## src/verilog/fetch_defs.svh

```systemverilog
`ifndef FETCH_DEFS_SVH
`define FETCH_DEFS_SVH

// --------------------------------------------------
// Address and data geometry
// --------------------------------------------------
`define FETCH_ADDR_WIDTH   32
`define FETCH_DATA_WIDTH   32
`define FETCH_OFFSET_WIDTH 2
// 16 lines of one word each
`define FETCH_INDEX_WIDTH  4
`define FETCH_TAG_WIDTH    (`FETCH_ADDR_WIDTH - `FETCH_INDEX_WIDTH - `FETCH_OFFSET_WIDTH)
`define FETCH_COUNT_WIDTH  32

// --------------------------------------------------
// Region decode values, matched against top address bits
// --------------------------------------------------
`define FETCH_FLASH_NIBBLE    4'h3
`define FETCH_SRAM_BYTE       8'h0f
`define FETCH_SDRAM_NIBBLE_LO 4'ha
`define FETCH_SDRAM_NIBBLE_HI 4'hb

`endif
```

## src/verilog/fetch_pkg.sv

```systemverilog
`default_nettype none

`include "fetch_defs.svh"

package fetch_pkg;

    typedef enum logic [1:0] {
        region_flash,
        region_sram,
        region_sdram,
        region_other
    } region_t;

    // Request stage payload
    typedef struct packed {
        logic [`FETCH_ADDR_WIDTH-1:0] addr;
    } fetch_req_t;

    // Response stage payload
    typedef struct packed {
        logic [`FETCH_DATA_WIDTH-1:0] data;
    } fetch_rsp_t;

    // Sram is checked first, its top nibble overlaps nothing else
    function automatic region_t region_of(input logic [`FETCH_ADDR_WIDTH-1:0] addr);
        if (addr[`FETCH_ADDR_WIDTH-1 -: 8] == `FETCH_SRAM_BYTE)
            return region_sram;
        if (addr[`FETCH_ADDR_WIDTH-1 -: 4] == `FETCH_FLASH_NIBBLE)
            return region_flash;
        if (addr[`FETCH_ADDR_WIDTH-1 -: 4] == `FETCH_SDRAM_NIBBLE_LO ||
            addr[`FETCH_ADDR_WIDTH-1 -: 4] == `FETCH_SDRAM_NIBBLE_HI)
            return region_sdram;
        return region_other;
    endfunction

endpackage

`default_nettype wire

```

## src/verilog/fetch_cache.sv

```systemverilog
`timescale 1ns/100ps
`default_nettype none

`include "fetch_defs.svh"

module fetch_cache (
    input  wire logic                          clock,
    input  wire logic                          reset,

    // Fetch unit read channel
    input  wire logic                          ifu_arvalid,
    input  wire logic [`FETCH_ADDR_WIDTH-1:0]  ifu_araddr,
    output logic                               ifu_arready,
    output logic                               ifu_rvalid,
    output logic      [`FETCH_DATA_WIDTH-1:0]  ifu_rdata,
    input  wire logic                          ifu_rready,

    // Memory read channel
    output logic                               mem_arvalid,
    output logic      [`FETCH_ADDR_WIDTH-1:0]  mem_araddr,
    input  wire logic                          mem_arready,
    input  wire logic                          mem_rvalid,
    input  wire logic [`FETCH_DATA_WIDTH-1:0]  mem_rdata,
    output logic                               mem_rready,

    // Performance counters
    output logic      [`FETCH_COUNT_WIDTH-1:0] flash_hits,
    output logic      [`FETCH_COUNT_WIDTH-1:0] flash_misses,
    output logic      [`FETCH_COUNT_WIDTH-1:0] sram_hits,
    output logic      [`FETCH_COUNT_WIDTH-1:0] sram_misses,
    output logic      [`FETCH_COUNT_WIDTH-1:0] sdram_hits,
    output logic      [`FETCH_COUNT_WIDTH-1:0] sdram_misses
);

    fetch_pkg::fetch_req_t          ifu_req;
    fetch_pkg::fetch_req_t          req;
    logic                           req_valid;
    logic                           req_ready;

    fetch_pkg::fetch_rsp_t          rsp;
    fetch_pkg::fetch_rsp_t          ifu_rsp;
    logic                           rsp_valid;
    logic                           rsp_ready;

    logic [`FETCH_ADDR_WIDTH-1:0]   lookup_addr;
    logic                           lookup_hit;
    logic [`FETCH_DATA_WIDTH-1:0]   lookup_data;
    logic                           fill_valid;
    logic [`FETCH_ADDR_WIDTH-1:0]   fill_addr;
    logic [`FETCH_DATA_WIDTH-1:0]   fill_data;

    logic                           access_valid;
    logic                           access_hit;
    fetch_pkg::region_t             access_region;

    assign ifu_req.addr = ifu_araddr;
    assign ifu_rdata    = ifu_rsp.data;

    // --------------------------------------------------
    // Request stage
    // --------------------------------------------------
    fetch_stage_reg #(.payload_t(fetch_pkg::fetch_req_t)) req_stage_i (
        .clock      (clock),
        .reset      (reset),
        .in_valid   (ifu_arvalid),
        .in_payload (ifu_req),
        .in_ready   (ifu_arready),
        .out_valid  (req_valid),
        .out_payload(req),
        .out_ready  (req_ready)
    );

    // --------------------------------------------------
    // Lookup and control
    // --------------------------------------------------
    icache_array icache_array_i (
        .clock      (clock),
        .reset      (reset),
        .lookup_addr(lookup_addr),
        .lookup_hit (lookup_hit),
        .lookup_data(lookup_data),
        .fill_valid (fill_valid),
        .fill_addr  (fill_addr),
        .fill_data  (fill_data)
    );

    icache_controller icache_controller_i (
        .clock        (clock),
        .reset        (reset),
        .req_valid    (req_valid),
        .req          (req),
        .req_ready    (req_ready),
        .lookup_addr  (lookup_addr),
        .lookup_hit   (lookup_hit),
        .lookup_data  (lookup_data),
        .fill_valid   (fill_valid),
        .fill_addr    (fill_addr),
        .fill_data    (fill_data),
        .rsp_valid    (rsp_valid),
        .rsp          (rsp),
        .rsp_ready    (rsp_ready),
        .mem_arvalid  (mem_arvalid),
        .mem_araddr   (mem_araddr),
        .mem_arready  (mem_arready),
        .mem_rvalid   (mem_rvalid),
        .mem_rdata    (mem_rdata),
        .mem_rready   (mem_rready),
        .access_valid (access_valid),
        .access_hit   (access_hit),
        .access_region(access_region)
    );

    // --------------------------------------------------
    // Response stage
    // --------------------------------------------------
    fetch_stage_reg #(.payload_t(fetch_pkg::fetch_rsp_t)) rsp_stage_i (
        .clock      (clock),
        .reset      (reset),
        .in_valid   (rsp_valid),
        .in_payload (rsp),
        .in_ready   (rsp_ready),
        .out_valid  (ifu_rvalid),
        .out_payload(ifu_rsp),
        .out_ready  (ifu_rready)
    );

    fetch_perf_counters fetch_perf_counters_i (
        .clock        (clock),
        .reset        (reset),
        .access_valid (access_valid),
        .access_hit   (access_hit),
        .access_region(access_region),
        .flash_hits   (flash_hits),
        .flash_misses (flash_misses),
        .sram_hits    (sram_hits),
        .sram_misses  (sram_misses),
        .sdram_hits   (sdram_hits),
        .sdram_misses (sdram_misses)
    );

endmodule

`default_nettype wire

```

## src/verilog/fetch_perf_counters.sv

```systemverilog
`timescale 1ns/100ps
`default_nettype none

`include "fetch_defs.svh"

module fetch_perf_counters (
    input  wire logic                          clock,
    input  wire logic                          reset,

    input  wire logic                          access_valid,
    input  wire logic                          access_hit,
    input  fetch_pkg::region_t                 access_region,

    output logic      [`FETCH_COUNT_WIDTH-1:0] flash_hits,
    output logic      [`FETCH_COUNT_WIDTH-1:0] flash_misses,
    output logic      [`FETCH_COUNT_WIDTH-1:0] sram_hits,
    output logic      [`FETCH_COUNT_WIDTH-1:0] sram_misses,
    output logic      [`FETCH_COUNT_WIDTH-1:0] sdram_hits,
    output logic      [`FETCH_COUNT_WIDTH-1:0] sdram_misses
);

    logic is_flash;
    logic is_sram;
    logic is_sdram;

    assign is_flash = access_valid && (access_region == fetch_pkg::region_flash);
    assign is_sram  = access_valid && (access_region == fetch_pkg::region_sram);
    assign is_sdram = access_valid && (access_region == fetch_pkg::region_sdram);

    // --------------------------------------------------
    // Counters, region_other is never counted
    // --------------------------------------------------
    always_ff @(posedge clock or posedge reset) begin
        if (reset) begin
            flash_hits   <= '0;
            flash_misses <= '0;
            sram_hits    <= '0;
            sram_misses  <= '0;
            sdram_hits   <= '0;
            sdram_misses <= '0;
        end else begin
            if (is_flash && access_hit)
                flash_hits <= flash_hits + 1'b1;
            if (is_flash && !access_hit)
                flash_misses <= flash_misses + 1'b1;
            // Sram is always bypassed, so no hit ever arrives here
            if (is_sram && access_hit)
                sram_hits <= sram_hits + 1'b1;
            if (is_sram && !access_hit)
                sram_misses <= sram_misses + 1'b1;
            if (is_sdram && access_hit)
                sdram_hits <= sdram_hits + 1'b1;
            if (is_sdram && !access_hit)
                sdram_misses <= sdram_misses + 1'b1;
        end
    end

endmodule

`default_nettype wire

```

## src/verilog/icache_controller.sv

```systemverilog
`timescale 1ns/100ps
`default_nettype none

`include "fetch_defs.svh"

module icache_controller (
    input  wire logic                         clock,
    input  wire logic                         reset,

    // From the request stage
    input  wire logic                         req_valid,
    input  fetch_pkg::fetch_req_t             req,
    output logic                              req_ready,

    // Array lookup and fill
    output logic      [`FETCH_ADDR_WIDTH-1:0] lookup_addr,
    input  wire logic                         lookup_hit,
    input  wire logic [`FETCH_DATA_WIDTH-1:0] lookup_data,
    output logic                              fill_valid,
    output logic      [`FETCH_ADDR_WIDTH-1:0] fill_addr,
    output logic      [`FETCH_DATA_WIDTH-1:0] fill_data,

    // To the response stage
    output logic                              rsp_valid,
    output fetch_pkg::fetch_rsp_t             rsp,
    input  wire logic                         rsp_ready,

    // Memory read channel
    output logic                              mem_arvalid,
    output logic      [`FETCH_ADDR_WIDTH-1:0] mem_araddr,
    input  wire logic                         mem_arready,
    input  wire logic                         mem_rvalid,
    input  wire logic [`FETCH_DATA_WIDTH-1:0] mem_rdata,
    output logic                              mem_rready,

    // Access report for the counters
    output logic                              access_valid,
    output logic                              access_hit,
    output fetch_pkg::region_t                access_region
);

    typedef enum logic [1:0] {
        st_lookup,
        st_addr,
        st_data
    } state_t;

    state_t             state;
    state_t             state_next;
    fetch_pkg::region_t region;
    logic               cacheable;
    logic               hit_now;
    logic               mem_r_fire;

    // --------------------------------------------------
    // Classification
    // --------------------------------------------------
    // The request stays at the stage output until consumed, so no address copy
    assign region    = fetch_pkg::region_of(req.addr);
    assign cacheable = (region != fetch_pkg::region_sram);

    assign lookup_addr = req.addr;
    assign hit_now     = (state == st_lookup) && req_valid && cacheable && lookup_hit;

    // --------------------------------------------------
    // State register
    // --------------------------------------------------
    always_ff @(posedge clock or posedge reset) begin
        if (reset) begin
            state <= st_lookup;
        end else begin
            state <= state_next;
        end
    end

    always_comb begin
        state_next = state;
        case (state)
            st_lookup: begin
                // Miss or bypass goes out to memory
                if (req_valid && !(cacheable && lookup_hit))
                    state_next = st_addr;
            end
            st_addr: begin
                if (mem_arready)
                    state_next = st_data;
            end
            st_data: begin
                if (mem_r_fire)
                    state_next = st_lookup;
            end
            default: state_next = st_lookup;
        endcase
    end

    // --------------------------------------------------
    // Memory side
    // --------------------------------------------------
    assign mem_arvalid = (state == st_addr);
    assign mem_araddr  = req.addr;
    // Only take data when the response stage can take it too
    assign mem_rready  = (state == st_data) && rsp_ready;
    assign mem_r_fire  = mem_rvalid && mem_rready;

    // Fill only regions that are cached
    assign fill_valid = mem_r_fire && cacheable;
    assign fill_addr  = req.addr;
    assign fill_data  = mem_rdata;

    // --------------------------------------------------
    // Response and request handshake
    // --------------------------------------------------
    assign rsp_valid = hit_now || ((state == st_data) && mem_rvalid);
    assign rsp.data  = (state == st_data) ? mem_rdata : lookup_data;
    assign req_ready = rsp_valid && rsp_ready;

    // One pulse per response handed over
    assign access_valid  = rsp_valid && rsp_ready;
    assign access_hit    = (state == st_lookup);
    assign access_region = region;

endmodule

`default_nettype wire

```

## src/verilog/icache_array.sv

```systemverilog
`timescale 1ns/100ps
`default_nettype none

`include "fetch_defs.svh"

module icache_array (
    input  wire logic                         clock,
    input  wire logic                         reset,

    // Lookup port, combinational
    input  wire logic [`FETCH_ADDR_WIDTH-1:0] lookup_addr,
    output logic                              lookup_hit,
    output logic      [`FETCH_DATA_WIDTH-1:0] lookup_data,

    // Fill port, written on the clock edge
    input  wire logic                         fill_valid,
    input  wire logic [`FETCH_ADDR_WIDTH-1:0] fill_addr,
    input  wire logic [`FETCH_DATA_WIDTH-1:0] fill_data
);

    localparam int LINES = 1 << `FETCH_INDEX_WIDTH;
    localparam int INDEX_LSB = `FETCH_OFFSET_WIDTH;
    localparam int TAG_LSB = `FETCH_OFFSET_WIDTH + `FETCH_INDEX_WIDTH;

    logic [LINES-1:0]              valid_bits;
    logic [`FETCH_TAG_WIDTH-1:0]   tag_mem  [LINES];
    logic [`FETCH_DATA_WIDTH-1:0]  data_mem [LINES];

    logic [`FETCH_INDEX_WIDTH-1:0] lookup_index;
    logic [`FETCH_TAG_WIDTH-1:0]   lookup_tag;
    logic [`FETCH_INDEX_WIDTH-1:0] fill_index;
    logic [`FETCH_TAG_WIDTH-1:0]   fill_tag;

    // --------------------------------------------------
    // Address split
    // --------------------------------------------------
    assign lookup_index = lookup_addr[INDEX_LSB +: `FETCH_INDEX_WIDTH];
    assign lookup_tag   = lookup_addr[`FETCH_ADDR_WIDTH-1:TAG_LSB];
    assign fill_index   = fill_addr[INDEX_LSB +: `FETCH_INDEX_WIDTH];
    assign fill_tag     = fill_addr[`FETCH_ADDR_WIDTH-1:TAG_LSB];

    // --------------------------------------------------
    // Lookup
    // --------------------------------------------------
    assign lookup_hit  = valid_bits[lookup_index] && (tag_mem[lookup_index] == lookup_tag);
    assign lookup_data = data_mem[lookup_index];

    // --------------------------------------------------
    // Fill
    // --------------------------------------------------
    always_ff @(posedge clock or posedge reset) begin
        if (reset) begin
            valid_bits <= '0;
        end else if (fill_valid) begin
            valid_bits[fill_index] <= 1'b1;
        end
    end

    always_ff @(posedge clock) begin
        if (fill_valid) begin
            tag_mem[fill_index]  <= fill_tag;
            data_mem[fill_index] <= fill_data;
        end
    end

endmodule

`default_nettype wire

```

## src/verilog/fetch_stage_reg.sv

```systemverilog
`timescale 1ns/100ps
`default_nettype none

// One-entry valid/ready register, ready passes through from the output side
module fetch_stage_reg #(
    parameter type payload_t = logic [31:0]
) (
    input  wire logic clock,
    input  wire logic reset,

    input  wire logic in_valid,
    input  payload_t  in_payload,
    output logic      in_ready,

    output logic      out_valid,
    output payload_t  out_payload,
    input  wire logic out_ready
);

    logic in_fire;

    // Empty, or the held entry leaves this cycle
    assign in_ready = !out_valid || out_ready;
    assign in_fire  = in_valid && in_ready;

    always_ff @(posedge clock or posedge reset) begin
        if (reset) begin
            out_valid <= 1'b0;
        end else if (in_ready) begin
            out_valid <= in_valid;
        end
    end

    // Payload only moves on an accepted transfer
    always_ff @(posedge clock) begin
        if (in_fire) begin
            out_payload <= in_payload;
        end
    end

endmodule

`default_nettype wire

```

## config.mk

```make
export PLATFORM = sky130hd
export DESIGN_NAME = fetch_cache
export DESIGN_NICKNAME = d
export VERILOG_FILES = /design/src/verilog/fetch_pkg.sv /design/src/verilog/fetch_cache.sv /design/src/verilog/fetch_perf_counters.sv /design/src/verilog/icache_controller.sv /design/src/verilog/icache_array.sv /design/src/verilog/fetch_stage_reg.sv
export VERILOG_INCLUDE_DIRS = /design/src /design/src/verilog
export SDC_FILE = /design/constraint.sdc
export NUM_CORES = 1
export LEC_CHECK = 0
export BUFFER_PORTS_ARGS = -buffer_cell sky130_fd_sc_hd__buf_2
export CORE_ASPECT_RATIO = 2
export CORE_MARGIN = 3
export CORE_UTILIZATION = 35
export DETAILED_ROUTE_END_ITERATION = 12
export PLACE_DENSITY_LB_ADDON = 0.12
export SLEW_MARGIN = 20
export SYNTH_ARGS = -nofsm -noshare
export SYNTH_HDL_FRONTEND = slang
export SYNTH_SLANG_ARGS = --single-unit
```

## constraint.sdc

```tcl
create_clock -name clock -period 9 [get_ports clock]
set_input_delay 0.9 -clock clock [delete_from_list [all_inputs] [get_ports clock]]
set_output_delay 0.9 -clock clock [all_outputs]
set_load 0.1 [all_outputs]
```

==> flow_summary.ini, run 1 <==
[floorplanning]
fp.dieW_um = 266
io_pins = 330
start_util_pct = 35.4
core.rowCount = 190
die_h_um = 527
core_mm2 = 0.134
die_area_mm2 = 0.140

[global_routing]
globalRouteOverflowTotal = 0
globalRouteTotalUtil_pct = 18.1
grt_pass1_wl_mm = 186
grt_pass1_vias = 26600
grt_max_degree = 139
antenna_found_initial = 7

[timing]
setup_viol = 0
fin_crit_ps = 7290
fin_worst_skew_ps = 33.1
worstMarginPinSlew_ps = 1040
maxSlewHeadroom_pct = 30.6
finalMaxSlewViolations = 0
rsz0062_at_grt = false
setup-tns-final_ps = 0
layout_setup_ws_ps = 1710
hold_viol = 0
timing.fmax_ghz = 0.137
post-route-period-util_pct = 81.0

[finish]
final_layout_size_suffix_gt1_share_pct = 29.8
nets = 2935
area_delta_synth_final_pct = 15.6
largest_reg_flops = 512
nFillCells = 12000
stdcell_count = 4686
top_register = icache_array_i.data_mem
reg.largest.list = icache_array_i.data_mem: 512 flops, icache_array_i.tag_mem: 416 flops

[critical_path]
critPathKind = register to output pin
cp_common_cell = a22o_1
slowest_stage = dfxtp_4
reg2reg_to = req_stage_i.out_payload[31]
path_max_fanout = 45
reg2reg_slack_ps = 2420
end_kind = output pin
required_ps = 8100
reg2regPathDepth = 11
crit_chain = buf_4, mux4_2, a22o_1, or4_1, a22o_1, nor3_1, nand3_1, nor4_4, nor2_4, nand2_1, buf_2
max_stage_delay_ps = 950
worstPathArrival_ps = 6390
start_kind = register

[route]
drt-initial-drc-count = 1798
avgViaCountPerCell = 5.23
detail-route-antenna-nets = 0
vias = 24500
wirelength_mm = 128
drcViolationCount = 0
first_pass_iters = 5
detail_route.wl_per_cell_um = 27.2

[clock_network]
clock-sinks = 1208
cts_buffers = 110
htree_levels = 3
cts.path.max_buffers = 3
clk_pin_slew_ps = 70
clk_latency_ps = 710
cts_resized = 0
hold_buffers = 0
cts_tree = built
post-cts-setup-buffers = 0
root_buffer = clkbuf_16

[yosys]
synth-edff-count = 992
syn-instance-count = 2501
yosys.area.top_type = edfxtp_1
ys_ff_latch = 1208
yosys_warnings = 0
syn_avg_cell_area_um2 = 19.0
syn-num-nets = 2576
async_flop_share_pct = 17.5
ys_top_cells_by_area = edfxtp_1 63%, mux4_2 12%, dfrtp_1 11%, xnor2_1 1.9%, mux2i_1 1.5%
yosysTopAreaCellShare_pct = 62.7
synth-main-ff-cell = edfxtp_1
yosysMostFrequentCell = edfxtp_1
syn_area_mm2 = 0.0475
yosysUniqueCellTypes = 79
synthTopCellsByCount = 992 x edfxtp_1, 247 x mux4_2, 212 x dfrtp_1, 181 x nand2_1, 102 x xnor2_1
ys_seq_area_share_pct = 74.1

[place]
hpwlAfterDp_mm = 77.0
pre_cts_slack_ps = 2250
io_buffer_count = 329
globalplace.congestion = 0.788
placed_cells = 4475

[job]
maxCapViolations = 0

[power_and_ir_drop]
power_density_mw_per_mm2 = 239
power_leakage_nw = 19.9
ir_drop_v = 0.000145

[worst_hold_path]
worstHoldPathType = input port to async pin

[status]
status = finished clean
## cell usage in the layout (no fill, tap or decap), types with 19 or more instances in the layout
cell type	instances
clkbuf_1	19
mux2i_1	70
and3_1	39
xnor2_1	102
nor2_1	46
nand4_1	41
mux4_2	247
clkbuf_16	111
buf_4	50
edfxtp_1	992
inv_1	22
nor3_1	25
nand3_1	59
buf_2	329
clkinv_1	19
dfrtp_1	212
xor2_1	68
nand2_1	181
## stage by stage
step	hold slack [ps]	total power [W]	cell area, µm²	utilization, %
after floorplan	434	0.00785	47500	-
after global placement	360	0.00844	51200	38.1
after detailed placement	360	0.00847	51200	38.1
after CTS	286	0.0133	54900	40.9
after global routing	188	0.0136	54900	40.9
final	206	0.0131	54900	40.9
## cell type report
cell class,count,area (µm²),area share [%]
diodes,4,10.0,0.0182
clock buffers,134,2900,5.28
clock inverters,72,790,1.44
inverters,26,106,0.194
multi-input cells,1130,11600,21.2
flip-flops and latches,1208,35200,64.1
well taps,1728,2160,3.94
repair buffers,384,2120,3.87
## worst max path at each step
stage / from / endpoint / slack, ps / cells after the start
after global placement: register / req_stage_i.out_payload[20] / 2370 / 11
after floorplan: ifu_rready / icache_array_i.valid_bits[1] / 1950 / 7
after CTS: register / ifu_arready / 1510 / 11
final: register / ifu_arready / 1710 / 11
after global routing: register / ifu_arready / 1310 / 11
after detailed placement: register / req_stage_i.out_payload[31] / 2250 / 11
## routing by layer
layer	GRT usage, %	vias up	wire (µm)
met5	0	-	37
met4	5.07	6	3140
met3	2.93	173	5550
met2	33.5	652	68100
met1	21.7	13100	50700
li1	-	10600	-
## worst max-delay path, delay by kind of cell (launching register included)
kind,cells,cell delay (ps)
flip-flops,1,950
buffers and inverters,2,1330
AO/OA/AOI/OAI,2,510
AND/OR/NAND/NOR,6,2210
multiplexers,1,600
## cells by family after synthesis
group,after synthesis,share of synthesized area (%)
flip-flops,1208,74.1
AND/OR/NAND/NOR,524,5.81
multiplexers,332,13.6
XOR/XNOR,170,3.14
buffers and inverters,163,1.73
AO/OA/AOI/OAI,99,1.55
adder cells (fa/ha/maj),5,0.132
## power by group
| group | internal (W) | switching (W) | leakage (nW) |
|---|---|---|---|
| combinational | 0.000659 | 0.00125 | 6.21 |
| sequential | 0.00624 | 0.000145 | 11.9 |
| clock | 0.00273 | 0.00210 | 1.76 |
(Power assumes the default switching activity.)
==> run 2, diff against run 1 <==
clock period = 6.29 ns   (was 9 ns; I/O delays follow)
==> flow_summary.ini, run 2 (synthesis gave the netlist of run 1 again) <==
[power_and_ir_drop]
power_leakage_nw = 20.2
seq_power_share_pct = 47.8
ir_drop_v = 0.000232
internal_power_w = 0.0140
switching_share_pct = 26.9
p_comb_share_pct = 14.7
power.share.clock_pct = 37.4
switchingPower_w = 0.00513
power_density_mw_per_mm2 = 344

[finish]
largest_reg_flops = 512
final_layout_size_suffix_gt1_share_pct = 30.5
area_delta_synth_final_pct = 16.9
final_cell_mix = 992 x edfxtp_1, 329 x buf_2, 247 x mux4_2
top_register = icache_array_i.data_mem
mostFrequentLayoutCell = edfxtp_1
reg.largest.list = icache_array_i.data_mem: 512 flops, icache_array_i.tag_mem: 416 flops
nets = 2967

[clock_network]
post-cts-setup-buffers = 0
cts_tree = built
clock-sinks = 1208
clk_pin_slew_ps = 60
cts.path.max_buffers = 3
root_buffer = clkbuf_16
cts_resized = 0
htree_levels = 3
cts_buffers = 113
clk_latency_ps = 750
hold_buffers = 5

[timing]
fin_worst_skew_ps = 52.2
rsz0062_at_grt = false
timing.fmax_ghz = 0.171
worstMarginPinSlew_ps = 1070
post-route-period-util_pct = 93.0
finalMaxSlewViolations = 0
setup_viol = 0
hold_viol = 0
fin_crit_ps = 5850
setup-tns-final_ps = 0
layout_setup_ws_ps = 439
maxSlewHeadroom_pct = 28.6

[route]
vias = 24800
first_pass_iters = 7
detail_route.wl_per_cell_um = 27.6
detail-route-antenna-nets = 0
drt-initial-drc-count = 1606
avgViaCountPerCell = 5.24
wirelength_mm = 130
drcViolationCount = 0

[place]
hpwlAfterDp_mm = 78.9
pre_cts_slack_ps = 1070
io_buffer_count = 329
globalplace.congestion = 0.816

[global_routing]
grt_max_degree = 118
globalRouteTotalUtil_pct = 18.6
grt_pass1_vias = 26900
globalRouteOverflowTotal = 0
antenna_found_initial = 15
grt_pass1_wl_mm = 189

[floorplanning]
start_util_pct = 35.4
core_mm2 = 0.134
io_pins = 330
die_area_mm2 = 0.140
die_h_um = 527
fp.dieW_um = 266
core.rowCount = 190

[critical_path]
worstPathArrival_ps = 5220
critPathKind = register to output pin
path_max_fanout = 25
crit_family = buffers and inverters
max_stage_delay_ps = 720
cp_common_cell = buf_4
end_kind = output pin
required_ps = 5660
crit_chain = buf_4, mux4_2, mux2i_1, o32a_1, o2111ai_1, a2111oi_2, nand4_2, nor4_4, buf_4, nor2_4, nand2_1, buf_2
cp_num_buf_inv = 3
slowest_stage = dfxtp_2
start_kind = register

[worst_hold_path]
worstHoldPathType = input port to async pin

[status]
status = finished clean

[job]
maxCapViolations = 0
run 2: changes by cell type in the layout (fill, tap and decap cells not counted), moves of 4 or more:
cell / delta
dlygate4sd3_1: +5
clkinvlp_4: -6
clkbuf_16: +9
buf_12: +16
buf_4: +9
clkbuf_1: +4
run 2: metal layers:
| metal | part of all wire (%) | GRT usage [%] |
|---|---|---|
| met1 | 38 | 21.3 |
| met2 | 54 | 34.4 |
| met3 | 4.8 | 3.08 |
| met4 | 3.5 | 7.02 |
| met5 | 0.047 | 0 |
run 2: final cells by class:
class	count	area (µm²)
antenna	6	15.0
timing repair buffer	413	2550
fill	12000	78800
clock buffer	149	3170
tap	1728	2160
clock inverter	66	702
multi-input combinational	1130	11700
sequential	1208	35200
inverter	26	101
run 2: stage by stage:
| stage | area [µm²] | util (%) | hold slack (ps) | power, W | cells |
|---|---|---|---|---|---|
| 2_1_floorplan | 47500 | - | 434 | 0.0112 | 2501 |
| 3_3_place_gp | 51600 | 38.4 | 360 | 0.0121 | 4499 |
| 3_5_place_dp | 51600 | 38.4 | 360 | 0.0122 | 4499 |
| 4_1_cts | 55500 | 41.3 | 1.20 | 0.0194 | 4719 |
| 5_1_grt | 55500 | 41.3 | 28.3 | 0.0198 | 4721 |
| 6_report | 55500 | 41.3 | 35.5 | 0.0191 | 4726 |
run 2: power by group through the flow:
stage / combinational, W / clock (W) / sequential, W
floorplan: 0.00158 / 0 / 0.00965
global placement: 0.00285 / 0 / 0.00929
detailed placement: 0.00287 / 0 / 0.00931
CTS: 0.00288 / 0.00736 / 0.00914
global route: 0.00300 / 0.00765 / 0.00916
finish: 0.00281 / 0.00715 / 0.00913
run 2: worst paths after layout:
kind                       slack [ps]                              endpoint  cells past startpoint                                start
max                               440                           ifu_arready                     12                             register
min                                40  fetch_perf_counters_i.flash_hits[14]                      2                                reset
max reg2reg                      1260           req_stage_i.out_payload[26]                     12                             register
min reg2reg                       370   fetch_perf_counters_i.sram_hits[23]                      0  fetch_perf_counters_i.sram_hits[23]
max in group asynchronous        4920                 rsp_stage_i.out_valid                      3                                reset
min in group clock                 60           req_stage_i.out_payload[30]                      1                       ifu_araddr[30]
